### src/common/ag_arch_pkg.sv
// x86 architecture definitions for the address generation stage.
// Register widths, operand kind and size codes, segment indices
// and the snapshot of the architectural register file.

`default_nettype none

package ag_arch_pkg;

    localparam int gpr_width = 32;
    localparam int seg_width = 16;
    localparam int mm_width = 64;
    localparam int operand_width = 64;
    localparam int imm_width = 48;
    localparam int pc_width = 32;
    localparam int num_regs = 8;
    localparam int num_segs = 6;
    localparam int seg_shift = 4;

    // general register slots used by the string instructions
    localparam int gpr_esi = 6;
    localparam int gpr_edi = 7;

    typedef enum logic [2:0] {
        kind_none   = 3'd0,
        kind_reg    = 3'd1,
        kind_seg    = 3'd2,
        kind_mmx    = 3'd3,
        kind_modrm  = 3'd4,
        kind_imm    = 3'd5,
        kind_mem    = 3'd6,
        kind_unused = 3'd7
    } operand_kind_e;

    // codes 0, 4, 6 and 7 are not listed and select nothing
    typedef enum logic [2:0] {
        size_byte  = 3'd1,
        size_word  = 3'd2,
        size_dword = 3'd3,
        size_mmx   = 3'd5
    } reg_size_e;

    typedef enum logic [2:0] {
        seg_es = 3'd0,
        seg_cs = 3'd1,
        seg_ss = 3'd2,
        seg_ds = 3'd3,
        seg_fs = 3'd4,
        seg_gs = 3'd5
    } seg_index_e;

    // gpr order is EAX ECX EDX EBX ESP EBP ESI EDI
    typedef struct packed {
        logic [num_regs-1:0][gpr_width-1:0] gpr;
        logic [num_segs-1:0][seg_width-1:0] seg;
        logic [num_regs-1:0][mm_width-1:0]  mm;
    } arch_state_t;

endpackage

`default_nettype wire

### src/common/ag_stage_pkg.sv
// Transfer types of the address generation stage.
// Pass-through micro-op control, the incoming request and the
// result handed to the memory stage.

`default_nettype none

package ag_stage_pkg;

    // fields the stage carries without looking at them
    typedef struct packed {
        ag_arch_pkg::reg_size_e                 size;
        logic                                   set_d_flag;
        logic                                   clear_d_flag;
        logic [2:0]                             op0_reg;
        logic [2:0]                             op1_reg;
        logic [ag_arch_pkg::imm_width-1:0]      imm;
        logic [3:0]                             alu_op;
        logic [2:0]                             flag_0;
        logic [2:0]                             flag_1;
        logic [1:0]                             stack_op;
        logic [ag_arch_pkg::pc_width-1:0]       pc;
        logic                                   branch_taken;
    } uop_ctrl_t;

    typedef struct packed {
        uop_ctrl_t                              ctrl;
        ag_arch_pkg::operand_kind_e             op0_kind;
        ag_arch_pkg::operand_kind_e             op1_kind;
        ag_arch_pkg::seg_index_e                seg_override;
        logic                                   seg_override_valid;
    } ag_request_t;

    typedef struct packed {
        uop_ctrl_t                              ctrl;
        logic [ag_arch_pkg::operand_width-1:0]  op0;
        logic [ag_arch_pkg::operand_width-1:0]  op1;
        logic                                   op0_is_address;
        logic                                   op1_is_address;
    } ag_result_t;

endpackage

`default_nettype wire

### src/reg_size_selector.sv
// Register size selector.
// Builds the eight sized views of the general registers, or the MMX
// registers, for the size code of the current micro-op.

`timescale 1ns/1ps
`default_nettype none

module reg_size_selector (
    input  ag_arch_pkg::reg_size_e     size,
    input  ag_arch_pkg::arch_state_t   regs,
    output logic [ag_arch_pkg::num_regs-1:0][ag_arch_pkg::operand_width-1:0] views
);

    always_comb begin
        for (int i = 0; i < ag_arch_pkg::num_regs; i++) begin
            views[i] = '0;
            case (size)
                ag_arch_pkg::size_byte: begin
                    // indices 4..7 are AH CH DH BH, the high byte of regs 0..3
                    if (i < 4) begin
                        views[i][7:0] = regs.gpr[i][7:0];
                    end else begin
                        views[i][7:0] = regs.gpr[i % 4][15:8];
                    end
                end
                ag_arch_pkg::size_word: begin
                    views[i][15:0] = regs.gpr[i][15:0];
                end
                ag_arch_pkg::size_dword: begin
                    views[i][ag_arch_pkg::gpr_width-1:0] = regs.gpr[i];
                end
                ag_arch_pkg::size_mmx: begin
                    views[i] = regs.mm[i];
                end
                default: begin
                    views[i] = '0;
                end
            endcase
        end
    end

endmodule

`default_nettype wire

### src/operand/string_address_unit.sv
// String address unit.
// Destination is ES:EDI, source is DS:ESI or the override segment,
// each formed as segment shifted left by 4 plus the offset.

`timescale 1ns/1ps
`default_nettype none

module string_address_unit (
    input  ag_arch_pkg::arch_state_t            regs,
    input  ag_arch_pkg::seg_index_e             seg_override,
    input  logic                                seg_override_valid,
    output logic [ag_arch_pkg::gpr_width-1:0]   dst_address,
    output logic [ag_arch_pkg::gpr_width-1:0]   src_address
);

    logic [ag_arch_pkg::seg_width-1:0] src_seg;

    function automatic logic [ag_arch_pkg::gpr_width-1:0] seg_base(
        input logic [ag_arch_pkg::seg_width-1:0] seg
    );
        logic [ag_arch_pkg::gpr_width-1:0] wide;
        wide = '0;
        wide[ag_arch_pkg::seg_width-1:0] = seg;
        return wide << ag_arch_pkg::seg_shift;
    endfunction

    always_comb begin
        src_seg = regs.seg[ag_arch_pkg::seg_ds];
        if (seg_override_valid) begin
            case (seg_override)
                ag_arch_pkg::seg_es, ag_arch_pkg::seg_cs, ag_arch_pkg::seg_ss,
                ag_arch_pkg::seg_ds, ag_arch_pkg::seg_fs, ag_arch_pkg::seg_gs: begin
                    src_seg = regs.seg[seg_override];
                end
                // indices 6 and 7 name no segment
                default: src_seg = '0;
            endcase
        end
    end

    // ES is never overridden for the destination
    assign dst_address = seg_base(regs.seg[ag_arch_pkg::seg_es])
                       + regs.gpr[ag_arch_pkg::gpr_edi];
    assign src_address = seg_base(src_seg) + regs.gpr[ag_arch_pkg::gpr_esi];

endmodule

`default_nettype wire

### src/operand/operand_select.sv
// Operand select.
// Chooses one 64-bit operand from the register views, segment and
// MMX registers, the immediate or a string address by operand kind.

`timescale 1ns/1ps
`default_nettype none

module operand_select (
    input  ag_arch_pkg::operand_kind_e              kind,
    input  logic [2:0]                              reg_index,
    input  logic [ag_arch_pkg::num_regs-1:0][ag_arch_pkg::operand_width-1:0] views,
    input  ag_arch_pkg::arch_state_t                regs,
    input  logic [ag_arch_pkg::imm_width-1:0]       imm,
    input  logic [ag_arch_pkg::gpr_width-1:0]       mem_address,
    output logic [ag_arch_pkg::operand_width-1:0]   operand,
    output logic                                    is_address
);

    always_comb begin
        operand = '0;
        case (kind)
            ag_arch_pkg::kind_reg: begin
                operand = views[reg_index];
            end
            ag_arch_pkg::kind_seg: begin
                // only ES..GS exist, 6 and 7 read as zero
                if (int'(reg_index) < ag_arch_pkg::num_segs) begin
                    operand[ag_arch_pkg::seg_width-1:0] = regs.seg[reg_index];
                end
            end
            ag_arch_pkg::kind_mmx: begin
                operand = regs.mm[reg_index];
            end
            ag_arch_pkg::kind_imm: begin
                operand[ag_arch_pkg::imm_width-1:0] = imm;
            end
            ag_arch_pkg::kind_mem: begin
                operand[ag_arch_pkg::gpr_width-1:0] = mem_address;
            end
            // none, mod r/m and the unused code
            default: begin
                operand = '0;
            end
        endcase
    end

    // mod r/m addressing is not handled here, so only memory kind flags
    assign is_address = (kind == ag_arch_pkg::kind_mem);

endmodule

`default_nettype wire

### src/pipe_stage.sv
// Pipeline register of the address generation stage.
// One entry with a valid/ready handshake on both sides; flush
// empties the entry and refuses new input in the same cycle.

`timescale 1ns/1ps
`default_nettype none

module pipe_stage (
    input  logic                        clk,
    input  logic                        reset,
    input  logic                        flush,
    input  ag_stage_pkg::ag_result_t    in_data,
    input  logic                        in_valid,
    output logic                        in_ready,
    output ag_stage_pkg::ag_result_t    out_data,
    output logic                        out_valid,
    input  logic                        out_ready
);

    // free when empty or the held item leaves this cycle
    assign in_ready = (!out_valid || out_ready) && !flush;

    always_ff @(posedge clk) begin
        if (reset || flush) begin
            out_valid <= 1'b0;
        end else if (in_ready) begin
            out_valid <= in_valid;
        end
    end

    always_ff @(posedge clk) begin
        if (in_valid && in_ready) begin
            out_data <= in_data;
        end
    end

endmodule

`default_nettype wire

### src/address_generation_top.sv
// Address generation stage top.
// Forms op0 and op1 for one micro-op per cycle and registers them
// with the control fields in a flushable valid/ready stage.

`timescale 1ns/1ps
`default_nettype none

module address_generation_top (
    input  logic                        clk,
    input  logic                        reset,
    input  logic                        flush,
    input  ag_stage_pkg::ag_request_t   request,
    input  logic                        request_valid,
    output logic                        request_ready,
    input  ag_arch_pkg::arch_state_t    regs,
    output ag_stage_pkg::ag_result_t    result,
    output logic                        result_valid,
    input  logic                        result_ready
);

    logic [ag_arch_pkg::num_regs-1:0][ag_arch_pkg::operand_width-1:0] views;
    logic [ag_arch_pkg::gpr_width-1:0]     dst_address;
    logic [ag_arch_pkg::gpr_width-1:0]     src_address;
    logic [ag_arch_pkg::operand_width-1:0] op0;
    logic [ag_arch_pkg::operand_width-1:0] op1;
    logic                                  op0_is_address;
    logic                                  op1_is_address;
    ag_stage_pkg::ag_result_t              stage_in;

    // one set of sized views shared by both operands
    reg_size_selector size_sel_i (
        .size  (request.ctrl.size),
        .regs  (regs),
        .views (views)
    );

    string_address_unit string_addr_i (
        .regs               (regs),
        .seg_override       (request.seg_override),
        .seg_override_valid (request.seg_override_valid),
        .dst_address        (dst_address),
        .src_address        (src_address)
    );

    // op0 addresses the destination string
    operand_select op0_select_i (
        .kind        (request.op0_kind),
        .reg_index   (request.ctrl.op0_reg),
        .views       (views),
        .regs        (regs),
        .imm         (request.ctrl.imm),
        .mem_address (dst_address),
        .operand     (op0),
        .is_address  (op0_is_address)
    );

    operand_select op1_select_i (
        .kind        (request.op1_kind),
        .reg_index   (request.ctrl.op1_reg),
        .views       (views),
        .regs        (regs),
        .imm         (request.ctrl.imm),
        .mem_address (src_address),
        .operand     (op1),
        .is_address  (op1_is_address)
    );

    assign stage_in.ctrl           = request.ctrl;
    assign stage_in.op0            = op0;
    assign stage_in.op1            = op1;
    assign stage_in.op0_is_address = op0_is_address;
    assign stage_in.op1_is_address = op1_is_address;

    pipe_stage stage_i (
        .clk       (clk),
        .reset     (reset),
        .flush     (flush),
        .in_data   (stage_in),
        .in_valid  (request_valid),
        .in_ready  (request_ready),
        .out_data  (result),
        .out_valid (result_valid),
        .out_ready (result_ready)
    );

endmodule

`default_nettype wire

### config.mk
export PLATFORM = sky130hd
export DESIGN_NAME = address_generation_top
export DESIGN_NICKNAME = d
export VERILOG_FILES = /design/src/common/ag_arch_pkg.sv /design/src/common/ag_stage_pkg.sv /design/src/reg_size_selector.sv /design/src/operand/string_address_unit.sv /design/src/operand/operand_select.sv /design/src/pipe_stage.sv /design/src/address_generation_top.sv
export SDC_FILE = /design/constraint.sdc
export NUM_CORES = 1
export LEC_CHECK = 0
export BUFFER_PORTS_ARGS = -buffer_cell sky130_fd_sc_hd__buf_4
export CAP_MARGIN = 10
export CORE_AREA = 3 3 474 476
export CTS_BUF_LIST = sky130_fd_sc_hd__clkbuf_8
export DETAILED_ROUTE_END_ITERATION = 7
export DIE_AREA = 0 0 477 479
export HOLD_SLACK_MARGIN = 0.05
export PLACE_DENSITY = 0.35
export SYNTH_ARGS = -nofsm -noshare
export SYNTH_HDL_FRONTEND = slang
export SYNTH_SLANG_ARGS = --single-unit
### constraint.sdc
create_clock -name clk -period 12.7 [get_ports clk]
set_clock_uncertainty 0.05 [all_clocks]
set_input_delay 0.635 -clock clk [delete_from_list [all_inputs] [get_ports clk]]
set_output_delay 0.635 -clock clk [all_outputs]
set_load 0.01 [all_outputs]
==> results of run 1 <==
==> through the flow <==
step	total power, W	utilization (%)	setup WS (ns)
final	0.003490	19.60	8.091
after floorplan	0.001593	-	5.782
after CTS	0.003554	19.53	8.178
after global placement	0.002407	18.51	6.891
after global routing	0.003641	19.57	8.037
after detailed placement	0.002409	18.54	7.235
==> state kept, by name, summed over array words and instances, names as in the netlist <==
register,count
stage_i.out_data,234
stage_i.out_valid,1
==> layout make-up <==
| class | instances | area share [%] |
|---|---|---|
| clock buffers | 66 | 2.093 |
| flip-flops and latches | 235 | 16.24 |
| clock inverters | 48 | 0.6429 |
| well taps | 2975 | 8.577 |
| multi-input cells | 2299 | 46.61 |
| repair buffers | 1408 | 25.22 |
| diodes | 62 | 0.3575 |
| inverters | 29 | 0.2710 |
==> synth_stat cells (all sizes together), types with 17 or more instances <==
cell | count | area [µm²]
nand3 | 73 | 365.4
a31oi | 17 | 106.4
a221oi | 52 | 455.4
mux2i | 184 | 1842
a22o | 104 | 910.9
buf | 183 | 923.4
a21o | 20 | 152.7
o22ai | 40 | 250.2
mux2 | 28 | 315.3
ha | 32 | 400.4
inv | 27 | 101.3
a211oi | 36 | 270.3
a21oi | 251 | 1256
a22oi | 109 | 818.3
nor2 | 206 | 783.3
xnor2 | 19 | 166.4
o211ai | 36 | 270.3
edfxtp | 234 | 7027
mux4 | 336 | 7567
nand2 | 267 | 1002
nor2b | 69 | 431.7
o21ai | 175 | 875.8
nor3 | 40 | 200.2
clkbuf | 112 | 420.4
==> path summary, 6_finish.rpt <==
path	end	cells past startpoint	slack [ns]	startpoint
worst max-delay path	stage_i.out_data[33]	12	8.09	request[1]
worst min-delay path	stage_i.out_data[226]	1	0.18	request[106]
worst max register to register	stage_i.out_data[155]	5	9.36	stage_i.out_valid
worst min register to register	stage_i.out_valid	4	1.12	stage_i.out_valid
==> worst register-to-register path: stages, from the launching register on <==
cell and delay [ns]:
dfxtp_1 0.31, nor2b_1 0.13, nor2_1 0.13, and2_4 0.72, buf_4 0.60, buf_4 0.90
==> cell families (layout without fill, tap and decap cells) <==
kind of cell             after synthesis  in the layout  share of synthesized area (%)
flip-flops                           235            235                          24.60
buffers and inverters                324           1551                          5.071
adder cells (fa/ha/maj)               34             34                          1.537
AND/OR/NAND/NOR                      724            724                          11.31
multiplexers                         548            548                          33.94
XOR/XNOR                              32             32                         0.9783
other                                  0             62                              0
AO/OA/AOI/OAI                        961            961                          22.56
==> report_power, final <==
| part | internal, W | total (W) | switching [W] | leakage (nW) |
|---|---|---|---|---|
| clock network | 0.000510 | 0.00107 | 0.000559 | 0.692 |
| logic | 0.000634 | 0.00151 | 0.000874 | 13.7 |
| registers | 0.000899 | 0.000912 | 0.0000137 | 2.31 |
| total | 0.00204 | 0.00349 | 0.00145 | 16.7 |
==> metal layers <==
metal  wire length [µm]  global-route usage, %  part of all wire, %
met2             138200                  40.56                   49
met5                625                 0.4971                 0.22
met1             112700                  28.51                   40
met4              10540                  8.498                  3.7
met3              22310                  6.654                  7.8
==> impl_metrics.yaml, run 1 <==
pwr:
  leakage_nw: 16.68
  irDropWorstVdd_mv: 0.07785
  power.density_nw_per_um2: 80.41
setup_path:
  worstSetupEndpointType: "flop"
  timing.critical_path.buf_inv: 1
  cp.required_ns: 13.33
  crit_fanout: 32
  critPathTopFamily: "compound AO/OA/AOI/OAI gates"
  slowest_stage: "a211oi_1"
  path_cells: "buf_4 -> mux4_2 -> a22oi_1 -> a21oi_1 -> ha_1 -> and3_4 -> nand4_2 -> a311o_1 -> a211oi_1 -> o21ai_1 -> or4_1 -> nand3_1"
  cp_slowest_stage_delay_ns: 0.81
  cp.arrival_ns: 5.24
  crit_type: "in2reg"
  cp-start-kind: "input port"
detailed_routing:
  wl_um: 284300
  vias_per_cell: 4.841
  drc: 0
  drtIter0Drc: 3289
  ant_nets: 0
  drt-pass1-iter-count: 6
  vias: 34479
  wl_per_cell_um: 39.92
final_layout:
  nNetsFinal: 5056
  drive_gt1_share_pct: 43.94
  nFillCells: 24673
  multiInputGateArea_um2: 20230
  register_area_um2: 7047
  final_cell_mix: "1294 x buf_4, 336 x mux4_2, 266 x nand2_1"
  final_common_cell: "buf_4"
  instances_no_fill: 7122
  syn2layout_area_growth_pct: 51.49
  stdcell_area_um2: 43400
global_route:
  grt_pass1_wl_um: 362500
  grt_pass1_vias: 34281
  antenna_found_initial: 138
  grt_max_degree: 155
  grt_usage_pct: 23.81
  overflow: 0
floorplanning:
  rows: 173
  die_w_um: 477
  io-pin-count: 1219
  initial_core_util_pct: 12.94
  die_h_um: 479
  core-area_um2: 221400
  dieArea_um2: 228500
clocking:
  clk_latency_ns: 0.80
  path_clk_slew_ns: 0.06
  cts_resized: 0
  cts_setup_buffers: 0
  numCtsBuffers: 66
  postCtsHoldBufs: 101
  cts_sinks: 235
  cts_root_buf: "clkbuf_8"
  cts_tree: "built"
  h-tree-depth: 3
  clockBufferDepth: 3
synthesis:
  syn_inst: 2858
  seq_area_frac_synth_pct: 24.60
  syn_nets: 3875
  ys_seq_elements: 235
  yosysUniqueCellTypes: 80
  synth_edf_count: 234
  synth_area_per_cell_um2: 10.02
  synth_warnings: 0
  async_reset_ff_share_pct: 0
  netlist_area_um2: 28650
  synth-main-ff-cell: "edfxtp_1"
timing:
  hold_violations: 0
  grt_setup_unrepaired: "no"
  max_freq_mhz: 217.0
  tightest_slew_ns: 1.297
  drv_slew: 0
  finalSetupTns_ns: 0
  period_needed_ns: 4.609
  period_share_pct: 36.29
  finalSetupViolations: 0
  timing.hold.ws_ns: 0.1782
  slew_headroom_pct: 12.95
job:
  cap_viol_max_count: 0
placement:
  post-place-cells: 6845
  placed_area_um2: 41040
  routabilityCongestion: 0.9017
  port_buffers: 1218
  dp_hpwl_um: 231000
status:
  status: "finished, final reports clean"
hold_path:
  hold_class: "in2reg"
Power figures use the tool's default switching activity.
==> run 2, diff against run 1 <==
==> constraint.sdc (replaced) <==
create_clock -name clk -period 4.25 [get_ports clk]
set_clock_uncertainty 0.05 [all_clocks]
set_input_delay 0.2125 -clock clk [delete_from_list [all_inputs] [get_ports clk]]
set_output_delay 0.2125 -clock clk [all_outputs]
set_load 0.01 [all_outputs]
==> run 2 against run 1 <==
- register-to-register slack worse by 7.5 ns
- sequential power grew to 3.0 times the previous value
- total power increased to 3.1 times the previous value
- highest routed layer unchanged
==> impl_metrics.yaml, run 2 (synthesized netlist as in run 1, its figures left out) <==
setup_path:
  cp-start-kind: "input port"
  reg2reg_depth: 4
  cp.required_ns: 4.76
  cp.arrival_ns: 4.68
  crit_fanout: 6
  crit_type: "in2reg"
  worstSetupEndpointType: "flop"
  r2r_start: "stage_i.out_valid"
  cp-startpoint: "regs[584]"
global_route:
  grt_pass1_vias: 35869
  grt_max_degree: 111
  overflow: 0
  antenna_found_initial: 123
  grt_pass1_wl_um: 369500
  grt_usage_pct: 24.13
final_layout:
  nFillCells: 24544
  largest_reg_flops: 234
  nNetsFinal: 5491
  drive_gt1_share_pct: 42.15
  regMostFlops: "stage_i.out_data"
  top_regs: "stage_i.out_data x234, stage_i.out_valid x1"
  syn2layout_area_growth_pct: 66.85
  final_cell_mix: "1386 x buf_4, 430 x dlygate4sd3_1, 336 x mux4_2"
  final_common_cell: "buf_4"
  instances_no_fill: 7554
detailed_routing:
  ant_nets: 0
  wl_um: 288200
  vias_per_cell: 4.724
  drtIter0Drc: 3249
  drc: 0
  wl_per_cell_um: 38.15
  vias: 35682
  drt-pass1-iter-count: 6
timing:
  slew_headroom_pct: 32.12
  finalSetupTns_ns: 0
  drv_slew: 0
  timing.hold.ws_ns: 0.05858
  max_freq_mhz: 240.0
  finalSetupViolations: 0
  grt_setup_unrepaired: "no"
  period_needed_ns: 4.167
  hold_violations: 0
  period_share_pct: 98.04
  tightest_slew_ns: 1.018
status:
  status: "finished, final reports clean"
clocking:
  path_clk_slew_ns: 0.06
  clk_latency_ns: 0.80
  h-tree-depth: 2
  cts_root_buf: "clkbuf_8"
  cts_sinks: 235
  cts_tree: "built"
  clockBufferDepth: 3
  numCtsBuffers: 60
hold_path:
  worstHoldStart: "request[103]"
  hold_depth: 2
  hold_class: "in2reg"
placement:
  post-place-cells: 6956
  dp_hpwl_um: 237300
  routabilityCongestion: 0.9515
  port_buffers: 1218
floorplanning:
  die_w_um: 477
  die_h_um: 479
  core-area_um2: 221400
  dieArea_um2: 228500
  rows: 173
  io-pin-count: 1219
  initial_core_util_pct: 12.94
pwr:
  irDropWorstVdd_mv: 0.2508
  leakage_nw: 18.70
  power.density_nw_per_um2: 227.1
  p_total_w: 0.01086
job:
  cap_viol_max_count: 0
==> run 2: changes by cell type in the layout (fill, tap and decap cells not counted), sizes merged <==
cell | previous run | this run
dlygate4sd3 | 101 | 430
buf | 1306 | 1417
inv | 52 | 42
clkbuf | 67 | 62
clkinv | 24 | 29
diode | 62 | 57
bufinv | 1 | 5
clkinvlp | 0 | 3
==> run 2: path summary, 6_finish.rpt <==
check / end / slack (ns)
worst min register to register: stage_i.out_valid / 1.13
worst max-delay path: stage_i.out_data[33] / 0.08
worst min-delay path: stage_i.out_data[223] / 0.06
worst max register to register: stage_i.out_data[90] / 1.90
==> run 2: timing repair <==
| action | CTS | global route |
|---|---|---|
| endpoints found under the setup margin | 0 | 6 |
| resized for setup | 0 | 7 |
| hold buffers | 430 | 0 |
| endpoints found under the hold margin | 226 | 0 |
| buffers inserted | 0 | 1 |
==> run 2: final cells by class <==
cell class              count  area, µm²  share of cell area [%]
clock inverters            50      367.9                  0.7696
well taps                2975       3722                   7.788
inverters                  29      117.6                  0.2461
multi-input cells        2299      20230                   42.32
diodes                     57      142.6                  0.2984
clock buffers              60      825.8                   1.728
repair buffers           1849      15350                   32.11
flip-flops and latches    235       7047                   14.74
==> run 2: critical path, stage by stage <==
cell and delay (ns):
dlygate4sd3_1 0.53, buf_4 0.14, mux2_2 0.25, a22oi_1 0.15, a21oi_1 0.21, ha_1 0.38
and3_4 0.22, nand4_2 0.18, a311o_2 0.48, a211oi_2 0.29, o21ai_2 0.11, buf_12 0.15
o211ai_1 0.15, dlygate4sd3_1 0.57, nand3_1 0.07, dlygate4sd3_1 0.57
==> run 2: per-layer routing <==
metal / GRT usage (%) / vias up / part of all wire [%] / routed length [µm]
li1: - / 14939 / - / -
met1: 29.28 / 18405 / 40 / 115800
met2: 41.28 / 1905 / 49 / 140600
met3: 5.619 / 397 / 7.1 / 20470
met4: 9.143 / 36 / 3.9 / 11130
met5: 0 / - / 0.079 / 228
==> run 2: where the power goes <==
part           leakage, nW  switching, W  total, W  internal [W]
clock                0.660       0.00149   0.00312       0.00162
sequential            2.31     0.0000392   0.00272       0.00268
combinational         15.7       0.00272   0.00502       0.00230
total                 18.7       0.00425    0.0109       0.00661
==> run 2: per-stage QoR <==
step | util [%] | instance area (µm²) | worst slack (ns)
2_1_floorplan | - | 28650 | 0.1703
3_3_place_gp | 19.02 | 42120 | 0.1808
3_5_place_dp | 19.02 | 42120 | 0.1544
4_1_cts | 21.50 | 47620 | 0.05338
5_1_grt | 21.56 | 47740 | 0.006941
6_report | 21.59 | 47800 | 0.08315
